File: config.mk
export PLATFORM = sky130hd
export DESIGN_NAME = analog_core
export DESIGN_NICKNAME = d
export VERILOG_FILES = /design/src/verilog/acore_pkg.sv /design/src/verilog/acore_sync_fsm.sv /design/src/verilog/slice_counter.sv /design/src/verilog/adc_slice.sv /design/src/verilog/frame_retimer.sv /design/src/verilog/analog_core.sv
export VERILOG_INCLUDE_DIRS = /design/src /design/src/include
export SDC_FILE = /design/constraint.sdc
export NUM_CORES = 1
export LEC_CHECK = 0
export BUFFER_PORTS_ARGS = -buffer_cell sky130_fd_sc_hd__buf_4
export CORE_ASPECT_RATIO = 1.75
export CORE_MARGIN = 10
export CORE_UTILIZATION = 33
export DETAILED_ROUTE_END_ITERATION = 12
export GPL_TIMING_DRIVEN = 0
export PLACE_DENSITY = 0.57
export REMOVE_ABC_BUFFERS = 1
export SLEW_MARGIN = 10
export SYNTH_ARGS = -nofsm -noshare
export SYNTH_HDL_FRONTEND = slang
export SYNTH_SLANG_ARGS = --single-unit
export TNS_END_PERCENT = 10
File: constraint.sdc
create_clock -name clk_in_i -period 4.05 [get_ports clk_in_i]
set_input_delay 0.81 -clock clk_in_i [delete_from_list [all_inputs] [get_ports clk_in_i]]
set_output_delay 0.81 -clock clk_in_i [all_outputs]
set_load 0.01 [all_outputs]
File: src/include/acore_config.svh
`ifndef ACORE_CONFIG_SVH
`define ACORE_CONFIG_SVH

// number of time-interleaved slices, 4, 8 or 16
`define ACORE_NTI 8

// magnitude code width per slice
`define ACORE_NADC 8

// signed input sample width
`define ACORE_NSAMP 9

// signed offset trim width per slice
// keep it narrower than the sample
`define ACORE_NTRIM 5

`endif

File: src/verilog/acore_pkg.sv
`include "acore_config.svh"

package acore_pkg;

    // signed sample code from the front end
    typedef logic signed [`ACORE_NSAMP-1:0] sample_t;

    // per-slice offset trim
    typedef logic signed [`ACORE_NTRIM-1:0] trim_t;

    // saturated magnitude out of a slice
    typedef logic [`ACORE_NADC-1:0] code_t;

    // slice number
    typedef logic [$clog2(`ACORE_NTI)-1:0] slice_idx_t;

    // enable-sync sequencing
    typedef enum logic [1:0] {
        IDLE = 2'd0,    // slices asleep
        SYNC = 2'd1,    // chain rippling up
        RUN  = 2'd2     // all slices converting
    } sync_state_t;

endpackage

File: src/verilog/acore_sync_fsm.sv
`timescale 1ns/1ns
`include "acore_config.svh"

module acore_sync_fsm (
    input  logic                  clk_in_i,
    input  logic                  rst_i,
    input  logic                  en_v2t_i,     // level enable for the whole core
    output logic [`ACORE_NTI-1:0] en_sync_o,    // one bit per slice
    output logic                  run_o
);

    localparam int NTI = `ACORE_NTI;

    acore_pkg::sync_state_t state_q;
    logic [NTI-1:0]         en_sync_q;

    // the chain ripples in one slice per edge from slice 0 up
    always_ff @(posedge clk_in_i) begin
        if (rst_i) begin
            state_q   <= acore_pkg::IDLE;
            en_sync_q <= '0;
        end else if (!en_v2t_i) begin
            state_q   <= acore_pkg::IDLE;   // enable gone so the chain tears down
            en_sync_q <= '0;
        end else begin
            case (state_q)
                acore_pkg::IDLE: begin
                    state_q   <= acore_pkg::SYNC;
                    en_sync_q <= {{(NTI-1){1'b0}}, 1'b1};
                end
                acore_pkg::SYNC: begin
                    // last slice came up on the previous edge
                    if (&en_sync_q) begin
                        state_q <= acore_pkg::RUN;
                    end
                    en_sync_q <= {en_sync_q[NTI-2:0], 1'b1};
                end
                acore_pkg::RUN: begin
                    state_q <= acore_pkg::RUN;
                end
                default: begin
                    state_q   <= acore_pkg::IDLE;   // unused encoding
                    en_sync_q <= '0;
                end
            endcase
        end
    end

    assign en_sync_o = en_sync_q;
    assign run_o     = (state_q == acore_pkg::RUN);

    // no slice may be converting before its sync bit is up
    a_run_needs_full_chain: assert property (
        @(posedge clk_in_i) disable iff (rst_i)
        run_o |-> (&en_sync_o)
    );

endmodule

File: src/verilog/slice_counter.sv
`timescale 1ns/1ns
`include "acore_config.svh"

module slice_counter (
    input  logic                  clk_in_i,
    input  logic                  rst_i,
    input  logic                  run_i,
    output logic [`ACORE_NTI-1:0] slice_sel_o,    // one-hot capture select
    output logic                  last_slice_o
);

    localparam acore_pkg::slice_idx_t LAST = acore_pkg::slice_idx_t'(`ACORE_NTI - 1);

    acore_pkg::slice_idx_t count_q;

    always_ff @(posedge clk_in_i) begin
        if (rst_i) begin
            count_q <= '0;
        end else if (!run_i) begin
            count_q <= '0;                      // parked until run
        end else if (count_q == LAST) begin
            count_q <= '0;
        end else begin
            count_q <= count_q + 1'b1;
        end
    end

    // decode to selects, nothing selected outside run
    always_comb begin
        slice_sel_o = '0;
        if (run_i) begin
            slice_sel_o[count_q] = 1'b1;
        end
    end

    assign last_slice_o = (count_q == LAST);    // retimer qualifies with run

    a_sel_onehot: assert property (
        @(posedge clk_in_i) disable iff (rst_i)
        run_i ? $onehot(slice_sel_o) : (slice_sel_o == '0)
    );

endmodule

File: src/verilog/adc_slice.sv
`timescale 1ns/1ns
`include "acore_config.svh"

module adc_slice (
    input  logic                clk_in_i,
    input  logic                rst_i,
    input  logic                capture_i,    // this slice's turn
    input  logic                en_i,         // sync bit and slice enable
    input  acore_pkg::trim_t    trim_i,
    input  acore_pkg::sample_t  sample_i,
    output acore_pkg::code_t    code_o,
    output logic                sign_o
);

    localparam int          SW       = `ACORE_NSAMP + 1;    // room for sample plus trim
    localparam int unsigned CODE_MAX = (1 << `ACORE_NADC) - 1;

    logic signed [SW-1:0] sum;
    logic [SW-1:0]        mag;
    acore_pkg::code_t     code_d;
    logic                 sign_d;

    always_comb begin
        sum = SW'(sample_i) + SW'(trim_i);      // both sign-extended
        mag = sum[SW-1] ? unsigned'(-sum) : unsigned'(sum);

        // clip the magnitude to the code range
        if (32'(mag) > CODE_MAX) begin
            code_d = '1;
        end else begin
            code_d = acore_pkg::code_t'(mag);
        end
        sign_d = ~sum[SW-1];                    // zero counts as positive

        if (!en_i) begin
            code_d = '0;                        // sleeping slice reads as zero
            sign_d = 1'b0;
        end
    end

    // sample and result land on the same edge
    always_ff @(posedge clk_in_i) begin
        if (rst_i) begin
            code_o <= '0;
            sign_o <= 1'b0;
        end else if (capture_i) begin
            code_o <= code_d;
            sign_o <= sign_d;
        end
    end

    // result must hold for the rest of the frame
    a_code_holds: assert property (
        @(posedge clk_in_i) disable iff (rst_i)
        !capture_i |=> $stable(code_o) && $stable(sign_o)
    );

endmodule

File: src/verilog/frame_retimer.sv
`timescale 1ns/1ns
`include "acore_config.svh"

module frame_retimer (
    input  logic                  clk_in_i,
    input  logic                  rst_i,
    input  logic                  run_i,
    input  logic                  last_slice_i,
    input  acore_pkg::code_t      slice_code_i [`ACORE_NTI-1:0],
    input  logic [`ACORE_NTI-1:0] slice_sign_i,
    output acore_pkg::code_t      adder_out_o [`ACORE_NTI-1:0],
    output logic [`ACORE_NTI-1:0] sign_out_o,
    output logic                  frame_valid_o
);

    logic last_q;    // last slice was captured on the previous edge
    logic run_q;     // and it was a real run cycle
    logic load;

    assign load = last_q & run_q;

    always_ff @(posedge clk_in_i) begin
        if (rst_i) begin
            last_q        <= 1'b0;
            run_q         <= 1'b0;
            frame_valid_o <= 1'b0;
        end else begin
            last_q        <= last_slice_i;
            run_q         <= run_i;
            frame_valid_o <= load;
        end
    end

    // output bank, holds between frames
    always_ff @(posedge clk_in_i) begin
        if (rst_i) begin
            for (int i = 0; i < `ACORE_NTI; i++) begin
                adder_out_o[i] <= '0;
            end
            sign_out_o <= '0;
        end else if (load) begin
            for (int i = 0; i < `ACORE_NTI; i++) begin
                adder_out_o[i] <= slice_code_i[i];
            end
            sign_out_o <= slice_sign_i;
        end
    end

    // a frame takes at least a full slice rotation
    a_valid_spacing: assert property (
        @(posedge clk_in_i) disable iff (rst_i)
        frame_valid_o |=> !frame_valid_o
    );

endmodule

File: src/verilog/analog_core.sv
`timescale 1ns/1ns
`include "acore_config.svh"

module analog_core (
    input  logic                  clk_in_i,
    input  logic                  rst_i,
    input  logic                  en_v2t_i,                        // core enable
    input  logic [`ACORE_NTI-1:0] en_slice_i,                      // per-slice enable
    input  acore_pkg::trim_t      trim_i [`ACORE_NTI-1:0],         // per-slice offset trim
    input  acore_pkg::sample_t    rx_data_i,                       // one sample per clock
    output logic                  run_o,
    output logic                  frame_valid_o,
    output acore_pkg::code_t      adder_out_o [`ACORE_NTI-1:0],    // frame of codes
    output logic [`ACORE_NTI-1:0] sign_out_o
);

    // internal signals
    logic [`ACORE_NTI-1:0] en_sync;
    logic [`ACORE_NTI-1:0] slice_en;
    logic [`ACORE_NTI-1:0] slice_sel;
    logic [`ACORE_NTI-1:0] slice_sign;
    logic                  run;
    logic                  last_slice;
    acore_pkg::code_t      slice_code [`ACORE_NTI-1:0];

    assign run_o = run;

    // wakes the slices in order, then flags run mode
    acore_sync_fsm isync (
        .clk_in_i  (clk_in_i),
        .rst_i     (rst_i),
        .en_v2t_i  (en_v2t_i),
        .en_sync_o (en_sync),
        .run_o     (run)
    );

    slice_counter icnt (
        .clk_in_i     (clk_in_i),
        .rst_i        (rst_i),
        .run_i        (run),
        .slice_sel_o  (slice_sel),
        .last_slice_o (last_slice)
    );

    // interleaved slices, slice k takes every Nti-th sample
    genvar k;
    generate
        for (k = 0; k < `ACORE_NTI; k++) begin : g_adc
            assign slice_en[k] = en_sync[k] & en_slice_i[k];

            adc_slice iadc (
                .clk_in_i  (clk_in_i),
                .rst_i     (rst_i),
                .capture_i (slice_sel[k]),
                .en_i      (slice_en[k]),
                .trim_i    (trim_i[k]),
                .sample_i  (rx_data_i),
                .code_o    (slice_code[k]),
                .sign_o    (slice_sign[k])
            );
        end
    endgenerate

    // stands in for the divided retiming clock
    frame_retimer iretime (
        .clk_in_i      (clk_in_i),
        .rst_i         (rst_i),
        .run_i         (run),
        .last_slice_i  (last_slice),
        .slice_code_i  (slice_code),
        .slice_sign_i  (slice_sign),
        .adder_out_o   (adder_out_o),
        .sign_out_o    (sign_out_o),
        .frame_valid_o (frame_valid_o)
    );

endmodule

==> results by stage, run 1 <==
Synthesis:
- The sequential cell area fraction in the yosys report is 0.285.
- After synthesis, the netlist uses 90 different library cells.
- The Yosys step of the flow raised 0 warnings.
- The summed instance area of the synthesized netlist is 11,200 um2.
- In this run, synthesis produced a sequential element count of 160.
- The largest family of logic cells by synthesized area is compound AO/OA/AOI/OAI gates.
- For this run, the leading register cell type out of synthesis is dfxtp_1.
- The synthesized-area fraction occupied by and/or/nand/nor cells is 0.222.
- The compound-gate portion of the synthesized area is 0.289.
- After synthesis, the share of flip-flops with an asynchronous set or reset is 0.
- The adder and majority gate portion of the synthesized area is 0.109.
- Synthesis produced a netlist whose cell count is 1,432.
- Of the total synthesized cell area, the portion taken by XOR and XNOR cells is 0.0584.
- Of the post-synthesis cell area, the part taken by muxes is 0.00490.
- After synthesis, the mean cell area works out to 7.84 um2.
- Yosys mapped a number of flops with a built-in enable equal to 0.

CTS:
- The total clock buffers created by CTS is 17.
- The clock drives 160 sinks.
- In this run, post-CTS repair resized a total of 0 instances.
- The clock tree synthesis step divided the H-tree into 4 levels.
- Post-CTS timing repair inserted 0 buffers for setup.
- For the worst-skew pair, the clock arrives at the later sink with an insertion delay of 450 ps.
- The clock input transition at the sequential cells of the worst setup and hold paths is 60 ps.
- The number of hold buffers added after CTS is 0.
- The root buffer cell is clkbuf_16.
- TritonCTS built the clock tree.
- No sink is reached through more buffers than the 2 on the longest clock path.

Placed design:
- The total of buffers placed on input and output ports is 133.
- The placer congestion estimate is 0.880.
- Prior to clock tree synthesis, the placed netlist has a worst setup slack of 223 ps.
- The detailed placement HPWL is 26,000 um.

Worst setup path:
- Measured in cells, the most critical reg-to-reg path has a length of 8.
- In this run the worst path has a maximum fanout of 8.
- The startpoint class of the critical path is a primary input.
- The critical path capture point type is a flip-flop.
- The data arrival time at the worst-slack endpoint is 3630 ps.
- The required time of the critical path is 4350 ps.
- The critical path is of the primary input to flip-flop type.

Run status:
- The flow ran to the end, and the final reports show no timing, DRC or antenna violations.

Floorplanning:
- The initial core utilization is 0.334.
- The die covers 42,100 um2.
- After floorplanning, the core was divided into 89 placement rows.
- The width of the chip is 159 um.
- The floorplan step set the die height to 264 um.
- In this run the count of I/O pins placed on the die edge is 134.
- The core region is 33,600 um2.

Job:
- The number of maximum-capacitance constraint violations is 0.

Detailed routing:
- The highest layer touched by signal routing is met4.
- Using the TritonRoute via totals, the vias-per-cell ratio works out to 5.41.
- The detailed route wirelength on metal3 is 934 um.
- The first routing iteration left 367 violations.
- Dividing the detail-routed wire length by the instance count gives 17.0 um.
- The amount of wire on met2 after detailed routing is 18,900 um.
- For this run, design rule violations remaining after detail routing come to 0.
- The final routed wirelength across all metal layers is 33,900 um.
- The count of TritonRoute iterations in the first routing pass is 5.
- The via count is 10,800.
- The met1 wire length is 13,000 um.
- The count of antenna-violating nets left after detailed routing is 0.

Final layout:
- In the layout the commonest cells are nand2_1, a21oi_1, dfxtp_1.
- The layout-stage area growth over the synthesis result is 18.0%.
- The number of diodes is 0.
- Of the cells placed in the final design, the portion with a size suffix greater than 1 is 0.140.
- The final standard cell utilization of the core is 0.394.
- The post-layout net count is 1,683.
- The most common cell after layout, fill and taps aside is nand2_1.

Timing:
- For the final routed database, the setup TNS stands at 0 ps.
- The headroom to the max-slew limit is 0.521.
- For the pin with the worst max-slew slack, the measured transition is 718 ps.
- Setup violations remaining at the end of the flow were counted as 0.
- The max-slew violation count is 0.
- In the post-route analysis, the smallest setup slack over all paths is 719 ps.
- The final clock skew is 10.5 ps.
- Dividing the final minimum period by the clock period gives 0.822.
- Setup repair after global routing left no endpoint under its margin.
- Based on the critical path, the design can be clocked at up to 0.300 GHz.
- The number of hold violations in the final report is 0.
- The smallest hold slack is 449 ps.
- The smallest clock period supported by the final layout is computed as 3330 ps.

Global route:
- The overall fraction of global-route tracks in use is 0.156.
- Entering global routing, the biggest net connects 89 pins.
- The global-route wire length before repair is 53,700 um.
- The number of global-route vias before repair was 10,500.
- Summed over all layers, the global routing overflow is 0.
- The number of antenna violations at the first check in global routing is 0.

Pwr:
- The static leakage is 5.10 nW.
- The total power per unit cell area is 345 nW/um2.
- The overall power consumption is 4.56 mW.
- The worst supply voltage drop on vdd is 0.305 mV.

Hold path:
- The classification of the worst-slack hold path is flip-flop to flip-flop.
- The instance count along the most critical hold path is 2.
sequential cells by signal (all words and copies together) (netlist names):
signal and flops:
icnt.count_q 3, iretime.run_q 1, g_adc.iadc.sign_o 8, iretime.sign_out_o 8, iretime.adder_out_o 64, g_adc.iadc.code_o 64
isync.state_q 2, iretime.last_q 1, iretime.frame_valid_o 1, isync.en_sync_o 8
per-stage QoR:
step	area (um2)	cells
after floorplan	11000	1375
after global placement	12600	1963
after detailed placement	12700	1966
after CTS	13200	1996
after global routing	13200	1996
final	13200	1996
cells in the mapped netlist (4+ instances only):
cell / count / area [um2]
o22ai_1: 7 / 43.8
nor3b_1: 10 / 75.1
nor3_1: 24 / 120
a21boi_0: 5 / 37.5
a311oi_1: 26 / 228
nand3_1: 29 / 145
o41ai_1: 5 / 43.8
o21ai_0: 30 / 150
nand4_1: 15 / 93.8
ha_1: 85 / 1060
nand2b_1: 10 / 62.6
or2_2: 16 / 100
clkbuf_1: 50 / 188
o311ai_0: 4 / 35.0
fa_1: 8 / 160
o2111ai_1: 8 / 70.1
dfxtp_1: 160 / 3200
o21a_1: 12 / 90.1
nand3b_1: 4 / 30.0
a221oi_1: 8 / 70.1
a211oi_2: 4 / 50.1
nor2b_1: 12 / 75.1
a31oi_1: 14 / 87.6
a211o_1: 13 / 114
inv_1: 34 / 128
xnor2_1: 44 / 385
o211ai_1: 18 / 135
a21o_1: 26 / 195
o31a_1: 5 / 43.8
nand2_1: 245 / 920
and3_1: 20 / 125
o31ai_1: 4 / 30.0
nor4_1: 4 / 25.0
a21oi_1: 192 / 961
or3_1: 6 / 37.5
a211oi_1: 36 / 270
xor2_1: 29 / 254
nor2_1: 103 / 387
and2_1: 18 / 113
a22oi_1: 16 / 120
cell families after synthesis:
group / count (synthesis)
compound gates: 477
xor+xnor: 74
fa+ha+maj: 93
buf+inv: 91
flops: 160
mux: 5
simple gates: 532
final cells by class:
cell class / count / area, um2
Clock buffer: 21 / 460
Clock inverter: 9 / 135
Fill cell: 3588 / 20400
Inverter: 34 / 128
Multi-Input combinational cell: 1181 / 7680
Sequential cell: 160 / 3200
Tap cell: 455 / 569
Timing Repair Buffer: 136 / 1070
layer usage:
metal	global-route usage	vias to the layer above
met5	0	-
met1	0.154	5099
met3	0.0246	47
met4	0.0686	0
li1	-	5478
met2	0.309	165
critical path: stages:
cell and delay (ps):
buf_4 190, ha_1 260, fa_1 450, a21o_1 230
a211oi_1 320, o221ai_1 210, nor3_1 350, a311oi_1 180
a21oi_1 430, a311oi_1 170
where the power goes:
part           internal [mW]  total [mW]  switching [mW]
logic                  0.510        1.31           0.801
registers               1.58        1.58         0.00224
clock network          0.995        1.68           0.680
total                   3.08        4.56            1.48
final timing paths:
path                                start                      end  slack (ps)
setup / recovery             rx_data_i[0]  g_adc[3].iadc.code_o[1]         720
hold / removal    g_adc[0].iadc.code_o[0]   iretime.adder_out_o[0]         450
setup reg to reg         isync.state_q[0]  g_adc[5].iadc.code_o[0]         830
hold reg to reg   g_adc[0].iadc.code_o[0]   iretime.adder_out_o[0]         450
Note: power is estimated with default switching activity, not from simulation.
==> run 2, diff against run 1 <==
--- a/config.mk
+++ b/config.mk
@@ -6,13 +6,14 @@
 export SDC_FILE = /design/constraint.sdc
 export NUM_CORES = 1
 export LEC_CHECK = 0
+export ABC_AREA = 1
 export BUFFER_PORTS_ARGS = -buffer_cell sky130_fd_sc_hd__buf_4
 export CORE_ASPECT_RATIO = 1.75
 export CORE_MARGIN = 10
 export CORE_UTILIZATION = 33
 export DETAILED_ROUTE_END_ITERATION = 12
 export GPL_TIMING_DRIVEN = 0
-export PLACE_DENSITY = 0.57
+export PLACE_DENSITY = 0.59
 export REMOVE_ABC_BUFFERS = 1
 export SLEW_MARGIN = 10
 export SYNTH_ARGS = -nofsm -noshare
==> constraint.sdc (replaced) <==
create_clock -name clk_in_i -period 2.8 [get_ports clk_in_i]
set_input_delay 0.56 -clock clk_in_i [delete_from_list [all_inputs] [get_ports clk_in_i]]
set_output_delay 0.56 -clock clk_in_i [all_outputs]
set_load 0.01 [all_outputs]
==> run 2 against run 1 <==
Effect of this change: sequential share of layout area down 0.90 points; sequential power up 45%; critical path depth fell by 3.
==> results by stage, run 2 <==
CTS:
- The post-CTS setup buffer count is 0.
- The root buffer cell is clkbuf_16.
- The longest clock path from root to sink contains 2 buffers.
- The clock insertion delay at the later pin of the skew report is 440 ps.
- Clock tree synthesis inserted a total of 17 buffers.
- The clock input transition at the sequential cells of the worst setup and hold paths is 70 ps.
- The TritonCTS clock tree is built.
- The deepest level of the CTS H-tree is 4.
- The number of clock sinks is 160.
- Hold repair after CTS inserted 0 buffers.

Final layout:
- In the final layout, the registers with the most flip-flops are g_adc.iadc.code_o: 64 flops, iretime.adder_out_o: 64 flops.
- The most common cell after layout, fill and taps aside is nand2_1.
- In the final layout, the share of cells above drive strength 1 is 0.138.
- Once layout is complete, the utilization of the core stands at 0.392.
- The layout-stage area growth over the synthesis result is 17.8%.
- At the end of the flow, the number of nets in the layout was 2,126.
- The top cell types in the final layout, fill and taps aside, are nand2_1, nor2_1, inv_1.

Placed design:
- The count of buffers added on input and output ports is 133.
- The placer congestion estimate is 0.877.
- The worst setup slack after placement is -335 ps.
- The detailed placement HPWL is 26,300 um.

Timing:
- The number of hold violations in the final report was 0.
- Headroom to the max-slew limit came out at 0.385.
- The post-route setup TNS is 0 ps.
- Setup repair after global routing left no endpoint under its margin.
- The max-slew violation count is 0.
- The number of setup violations in the final report is 0.
- After layout, the worst setup slack is 282 ps.
- The ratio of final minimum period to clock period is 0.899.
- Clock skew on the completed layout was measured at 8.44 ps.
- The minimum clock period is 2520 ps.
- The maximum operating frequency is 0.397 GHz.
- The measured slew at the worst slew-check pin is 922 ps.

Synthesis:
- After synthesis, the mean cell area works out to 6.30 um2.
- The synthesized netlist contains 38 unique library cells.
- The biggest area consumer among synthesized cells is dfxtp_1.
- In this run, synthesis inferred 0 flip-flops with an integrated enable.
- The cell with the most instances after synthesis is nand2_1.
- Of the post-synthesis cell area, the dominant cell type holds 0.274.
- Synthesis produced a netlist whose cell count is 1,852.
- The sequential cell area fraction in the yosys report is 0.274.
- The commonest register cell after synthesis is dfxtp_1.
- The number of register bits inferred by synthesis is 160.
- The commonest cells after synthesis are nand2_1, nor2_1, inv_1, dfxtp_1, nand3_1.
- The number of warning messages in the yosys log is 0.
- The cell area that synthesis handed to floorplanning was 11,700 um2.
- After synthesis, the share of flip-flops with an asynchronous set or reset is 0.
- By area the synthesized netlist is led by dfxtp_1, nand2_1, ha_1.

Pwr:
- The overall power consumption is 6.55 mW.
- Dividing total power by cell area gives a power density of 476 nW/um2.
- The static leakage is 6.51 nW.
- Across the VDD grid, the largest voltage drop is 0.396 mV.

Detailed routing:
- The via count is 11,400.
- The detail route stage leaves a number of antenna-violating nets equal to 0.
- The via density per instance is 4.66.
- The number of design rule violations left after detail routing is 0.
- After detailed routing, the average wire length per cell comes to 13.6 um.
- The first detailed-routing pass ran for 5 iterations.
- The final routed wirelength across all metal layers is 33,400 um.
- The first routing iteration left 387 violations.

Floorplanning:
- The die footprint is 43,600 um2.
- The initial core utilization is 0.333.
- The area of the placeable core is 35,100 um2.
- The floorplan has 91 rows.
- The boundary pin count is 134.
- The width of the chip is 162 um.
- The y dimension of the die is 269 um.

Global route:
- The number of global-route vias before repair came to 11,300.
- The first global-routing pass estimated 54,300 um of wire.
- The number of antenna violations at the first check in global routing is 1.
- The remaining global-route overflow is 0.
- The maximum number of pins on one net before global-route repair is 77.
- In the global route stage, overall resource usage came out at 0.155.

Worst setup path:
- The startpoint class of the critical path is a primary input.
- The category of the most critical setup path is primary input to flip-flop.
- The required time of the critical path is 3130 ps.
- The critical path capture point type is a flip-flop.
- At the worst endpoint, the arrival time is 2850 ps.
- The biggest fanout along the worst timing path is 76.

Hold path:
- The worst hold path belongs to the class flip-flop to flip-flop.

Job:
- Max-cap violations in this run came to 0.

Run status:
- The run finished with clean final reports.
[run 2: cell types whose count changed after synthesis, moves of 24 or more]
cell / change
xnor2_1: -24
inv_1: +146
nand2_1: +365
o21ai_0: +59
a21o_1: -26
nand3_1: +104
a21oi_1: -90
a311oi_1: -26
nor2_1: +121
nand2_2: +34
a211oi_1: -36
[run 2: critical path, stage by stage]
cell	delay, ps
buf_4	670
clkinv_2	660
buf_12	380
nand2_1	240
inv_1	110
o21ai_0	100
a21oi_1	60
[run 2: area by class of cell]
cell class	instances	area (um2)
Antenna cell	1	2.50
Clock buffer	21	460
Clock inverter	11	106
Fill cell	3898	21300
Inverter	207	781
Multi-Input combinational cell	1452	7580
Sequential cell	160	3200
Tap cell	465	582
Timing Repair Buffer	135	1040
[run 2: final timing paths]
check                                from                      end  slack [ps]  cells past startpoint
hold / removal    g_adc[6].iadc.code_o[0]  g_adc[6].iadc.code_o[0]         460                      2
hold reg to reg   g_adc[6].iadc.code_o[0]  g_adc[6].iadc.code_o[0]         460                      2
setup / recovery                    rst_i         isync.state_q[0]         280                      7
setup reg to reg         isync.state_q[0]  g_adc[6].iadc.code_o[1]         460                      8
[run 2: stage by stage]
step                      cell area (um2)  instances  hold slack (ps)
final                               13800       2452              459
after global routing                13800       2452              479
after CTS                           13700       2451              462
after detailed placement            13200       2419              452
after global placement              13100       2417              449
after floorplan                     11500       1819              436
[run 2: power by group]
group / switching [mW] / internal, mW
Combinational: 1.28 / 0.735
Clock: 0.975 / 1.27
Sequential: 0.00419 / 2.28
Total: 2.26 / 4.29
[run 2: repair_timing]
| item | in CTS | in global routing |
|---|---|---|
| endpoints found under the setup margin | 0 | 16 |
| hold endpoints to repair | 0 | 0 |
| resized for setup | 0 | 3 |
[run 2: metal layers]
layer	global-route usage	vias up	wire (um)
li1	-	6144	-
met1	0.149	5076	12600
met2	0.303	145	18300
met3	0.0275	57	1120
met4	0.0824	0	1460
met5	0	-	0
[run 2: cells by family after synthesis]
group                    Yosys count  share of synthesized area
AND/OR/NAND/NOR                 1094                      0.407
buffers and inverters            240                     0.0779
AO/OA/AOI/OAI                    219                      0.102
flip-flops                       160                      0.274
adder cells (fa/ha/maj)           93                      0.105
XOR/XNOR                          45                     0.0338
multiplexers                       1                   0.000857
==> run 3, diff against run 2 <==
--- a/config.mk
+++ b/config.mk
@@ -9,7 +9,7 @@
 export ABC_AREA = 1
 export BUFFER_PORTS_ARGS = -buffer_cell sky130_fd_sc_hd__buf_4
 export CORE_ASPECT_RATIO = 1.75
-export CORE_MARGIN = 10
+export CORE_MARGIN = 3
 export CORE_UTILIZATION = 33
 export DETAILED_ROUTE_END_ITERATION = 12
 export GPL_TIMING_DRIVEN = 0
==> run 3 against run 2 <==
Effect of this change: setup slack worse by 21 ps; largest cell class unchanged; non-clock buffer count is the same; core utilization is 0.57 points higher; flip-flop and latch count is the same.
==> results by stage, run 3 (synthesized netlist as in run 2, its figures left out) <==
Run status:
- The flow ran to the end, and the final reports show no timing, DRC or antenna violations.

Hold path:
- The worst hold path was traced through 2 stages.
- The classification of the worst-slack hold path is flip-flop to flip-flop.
- The endpoint of the worst hold path is g_adc[0].iadc.code_o[4].
- The critical hold path startpoint is g_adc[0].iadc.code_o[4].

Detailed routing:
- The via count is 11,500.
- In the routed layout, each cell is associated on average with a via count of 4.69.
- The detailed-route wire length per cell is 13.2 um.
- The count of antenna-violating nets left after detailed routing is 0.
- Wires add up to 32,400 um.
- After detailed routing, the number of remaining DRC violations is 0.
- The detailed router's first-iteration violation count is 443.
- The count of TritonRoute iterations in the first routing pass is 5.

Floorplanning:
- The floorplan step defined a die boundary enclosing 37,800 um2.
- The boundary pin count is 134.
- The floorplan has 90 rows.
- The initial core utilization is 0.337.
- In this run the vertical extent of the chip is 255 um.
- The area of the placeable core is 34,700 um2.
- The die is 148 um wide.

Timing:
- The number of setup violations in the final report is 0.
- Of the available clock period, the critical path in the final layout requires 0.907.
- Final hold analysis gives a worst-case slack of 459 ps.
- For the final database, setup skew stands at 7.24 ps.
- The measured slew at the worst slew-check pin is 900 ps.
- The minimum clock period is 2540 ps.
- The maximum operating frequency is 0.394 GHz.
- Measured against its own limit, the worst slew margin works out to 0.400.
- Setup repair after global routing left no endpoint under its margin.
- The minimum setup slack in the final design is 261 ps.
- The max-slew violation count is 0.
- The number of hold violations in the final report is 0.

Worst setup path:
- The data arrival time at the worst-slack endpoint is 2820 ps.
- The critical path is of the primary input to flip-flop type.
- The worst register-to-register path begins at isync.state_q[0].
- The number of cell instances on the worst register-to-register path is 8.
- The worst flop-to-flop path endpoint is g_adc[6].iadc.code_o[2].
- STA puts the critical path data required time at 3090 ps.
- The setup slack of the most critical reg-to-reg path is 450 ps.
- Along the worst path, the maximum fanout reaches 8.
- The critical path capture point type is a flip-flop.
- The startpoint class of the critical path is a primary input.

Final layout:
- The final instance area is 13,800 um2.
- The final standard cell utilization of the core is 0.398.
- The fraction of layout instances using a drive strength above 1 is 0.139.
- Leaving out fill and tap cells, the most frequent cell in the layout is nand2_1.
- The layout-stage area growth over the synthesis result is 18.2%.
- The top cell types in the final layout, fill and taps aside, are nand2_1, nor2_1, inv_1.
- In the final layout, the registers with the most flip-flops are g_adc.iadc.code_o: 64 flops, iretime.adder_out_o: 64 flops.
- At the end of the flow, the number of nets in the layout was 2,126.

Global route:
- The number of antenna violations at the first check in global routing is 4.
- The remaining global-route overflow is 0.
- Entering global routing, the biggest net connects 77 pins.
- The number of global-route vias before repair came to 11,100.
- In the global route stage, overall resource usage came out at 0.174.
- The global-route wire length before repair is 52,700 um.

CTS:
- The clock input transition at the sequential cells of the worst setup and hold paths is 60 ps.
- The clock drives 160 sinks.
- The clock insertion delay at the later pin of the skew report is 440 ps.
- The total clock buffers created by CTS is 17.
- The number of buffers on the longest clock path is 2.
- The H-tree was split into 4 levels.
- The TritonCTS clock tree is built.
- In this run the clock root is driven by a clkbuf_16.

Pwr:
- Summing internal, switching and leakage power gives 6.75 mW.
- In this run the power density over the cells is 489 nW/um2.
- The worst supply voltage drop on vdd is 0.401 mV.
- For this design the static power due to leakage is 6.54 nW.

Placed design:
- The total of buffers placed on input and output ports is 133.
- The instance area at placement is 13,200 um2.
- Before CTS, the worst setup slack after placement is -367 ps.
- The wire-length estimate of the detail-placed layout is 25,400 um.
- The placer congestion estimate is 0.861.

Job:
- The number of maximum-capacitance constraint violations is 0.
run 3: cell types whose count changed in the layout (fill, tap and decap cells not counted), moves of 2 or more:
cell,before,now
clkinvlp_4,3,1
ha_2,0,2
bufinv_16,1,4
inv_6,2,0
diode_2,1,4
run 3: cell type report:
class	instances	area (um2)
fillers	3839	20900
inverters	207	781
multi-input cells	1452	7570
flip-flops and latches	160	3200
well taps	460	576
clock buffers	21	460
diodes	4	10.0
repair buffers	135	1040
clock inverters	10	160
run 3: metal layers:
metal,GRT usage,wire length [um],vias up
li1,-,-,6164
met1,0.173,12300,5087
met2,0.342,17600,167
met3,0.0275,918,62
met4,0.0896,1480,0
met5,0,0,-
run 3: timing repair:
| action | CTS | global route |
|---|---|---|
| setup buffers | 0 | 0 |
| resized for setup | 0 | 3 |
| endpoints found under the setup margin | 0 | 16 |
| hold buffers | 0 | 0 |
| endpoints found under the hold margin | 0 | 0 |
run 3: worst max path at each step:
stage / start / end / slack [ps] / cells past startpoint
floorplan: trim_i[10] / g_adc[2].iadc.code_o[1] / 350 / 15
global placement: rst_i / isync.state_q[0] / -1560 / 6
detailed placement: rx_data_i[0] / g_adc[0].iadc.code_o[4] / -370 / 16
CTS: rx_data_i[0] / g_adc[0].iadc.code_o[4] / 100 / 16
global route: rx_data_i[0] / g_adc[0].iadc.code_o[5] / 50 / 16
finish: rx_data_i[0] / g_adc[0].iadc.code_o[4] / 260 / 16
run 3: through the flow:
step / std cells / TNS (ps)
final: 2449 / 0
after global routing: 2449 / 0
after CTS: 2445 / 0
after detailed placement: 2414 / -12010
after global placement: 2412 / -90720
after floorplan: 1819 / 0
run 3: power by group:
group	internal (mW)	total (mW)	leakage [nW]	switching, mW
clock	1.53	2.45	0.303	0.923
sequential	2.28	2.29	1.29	0.00425
combinational	0.734	2.01	4.95	1.28
run 3: worst max-delay path: stages:
cell	delay, ps
buf_6	190
ha_2	270
fa_1	450
inv_1	90
ha_1	160
inv_1	40
nor2_1	90
nand3_1	100
nor2_1	100
nand2_1	90
o21ai_0	180
nand3_1	120
nand2_2	160
nand2_1	70
nand2_1	70
a21oi_1	60
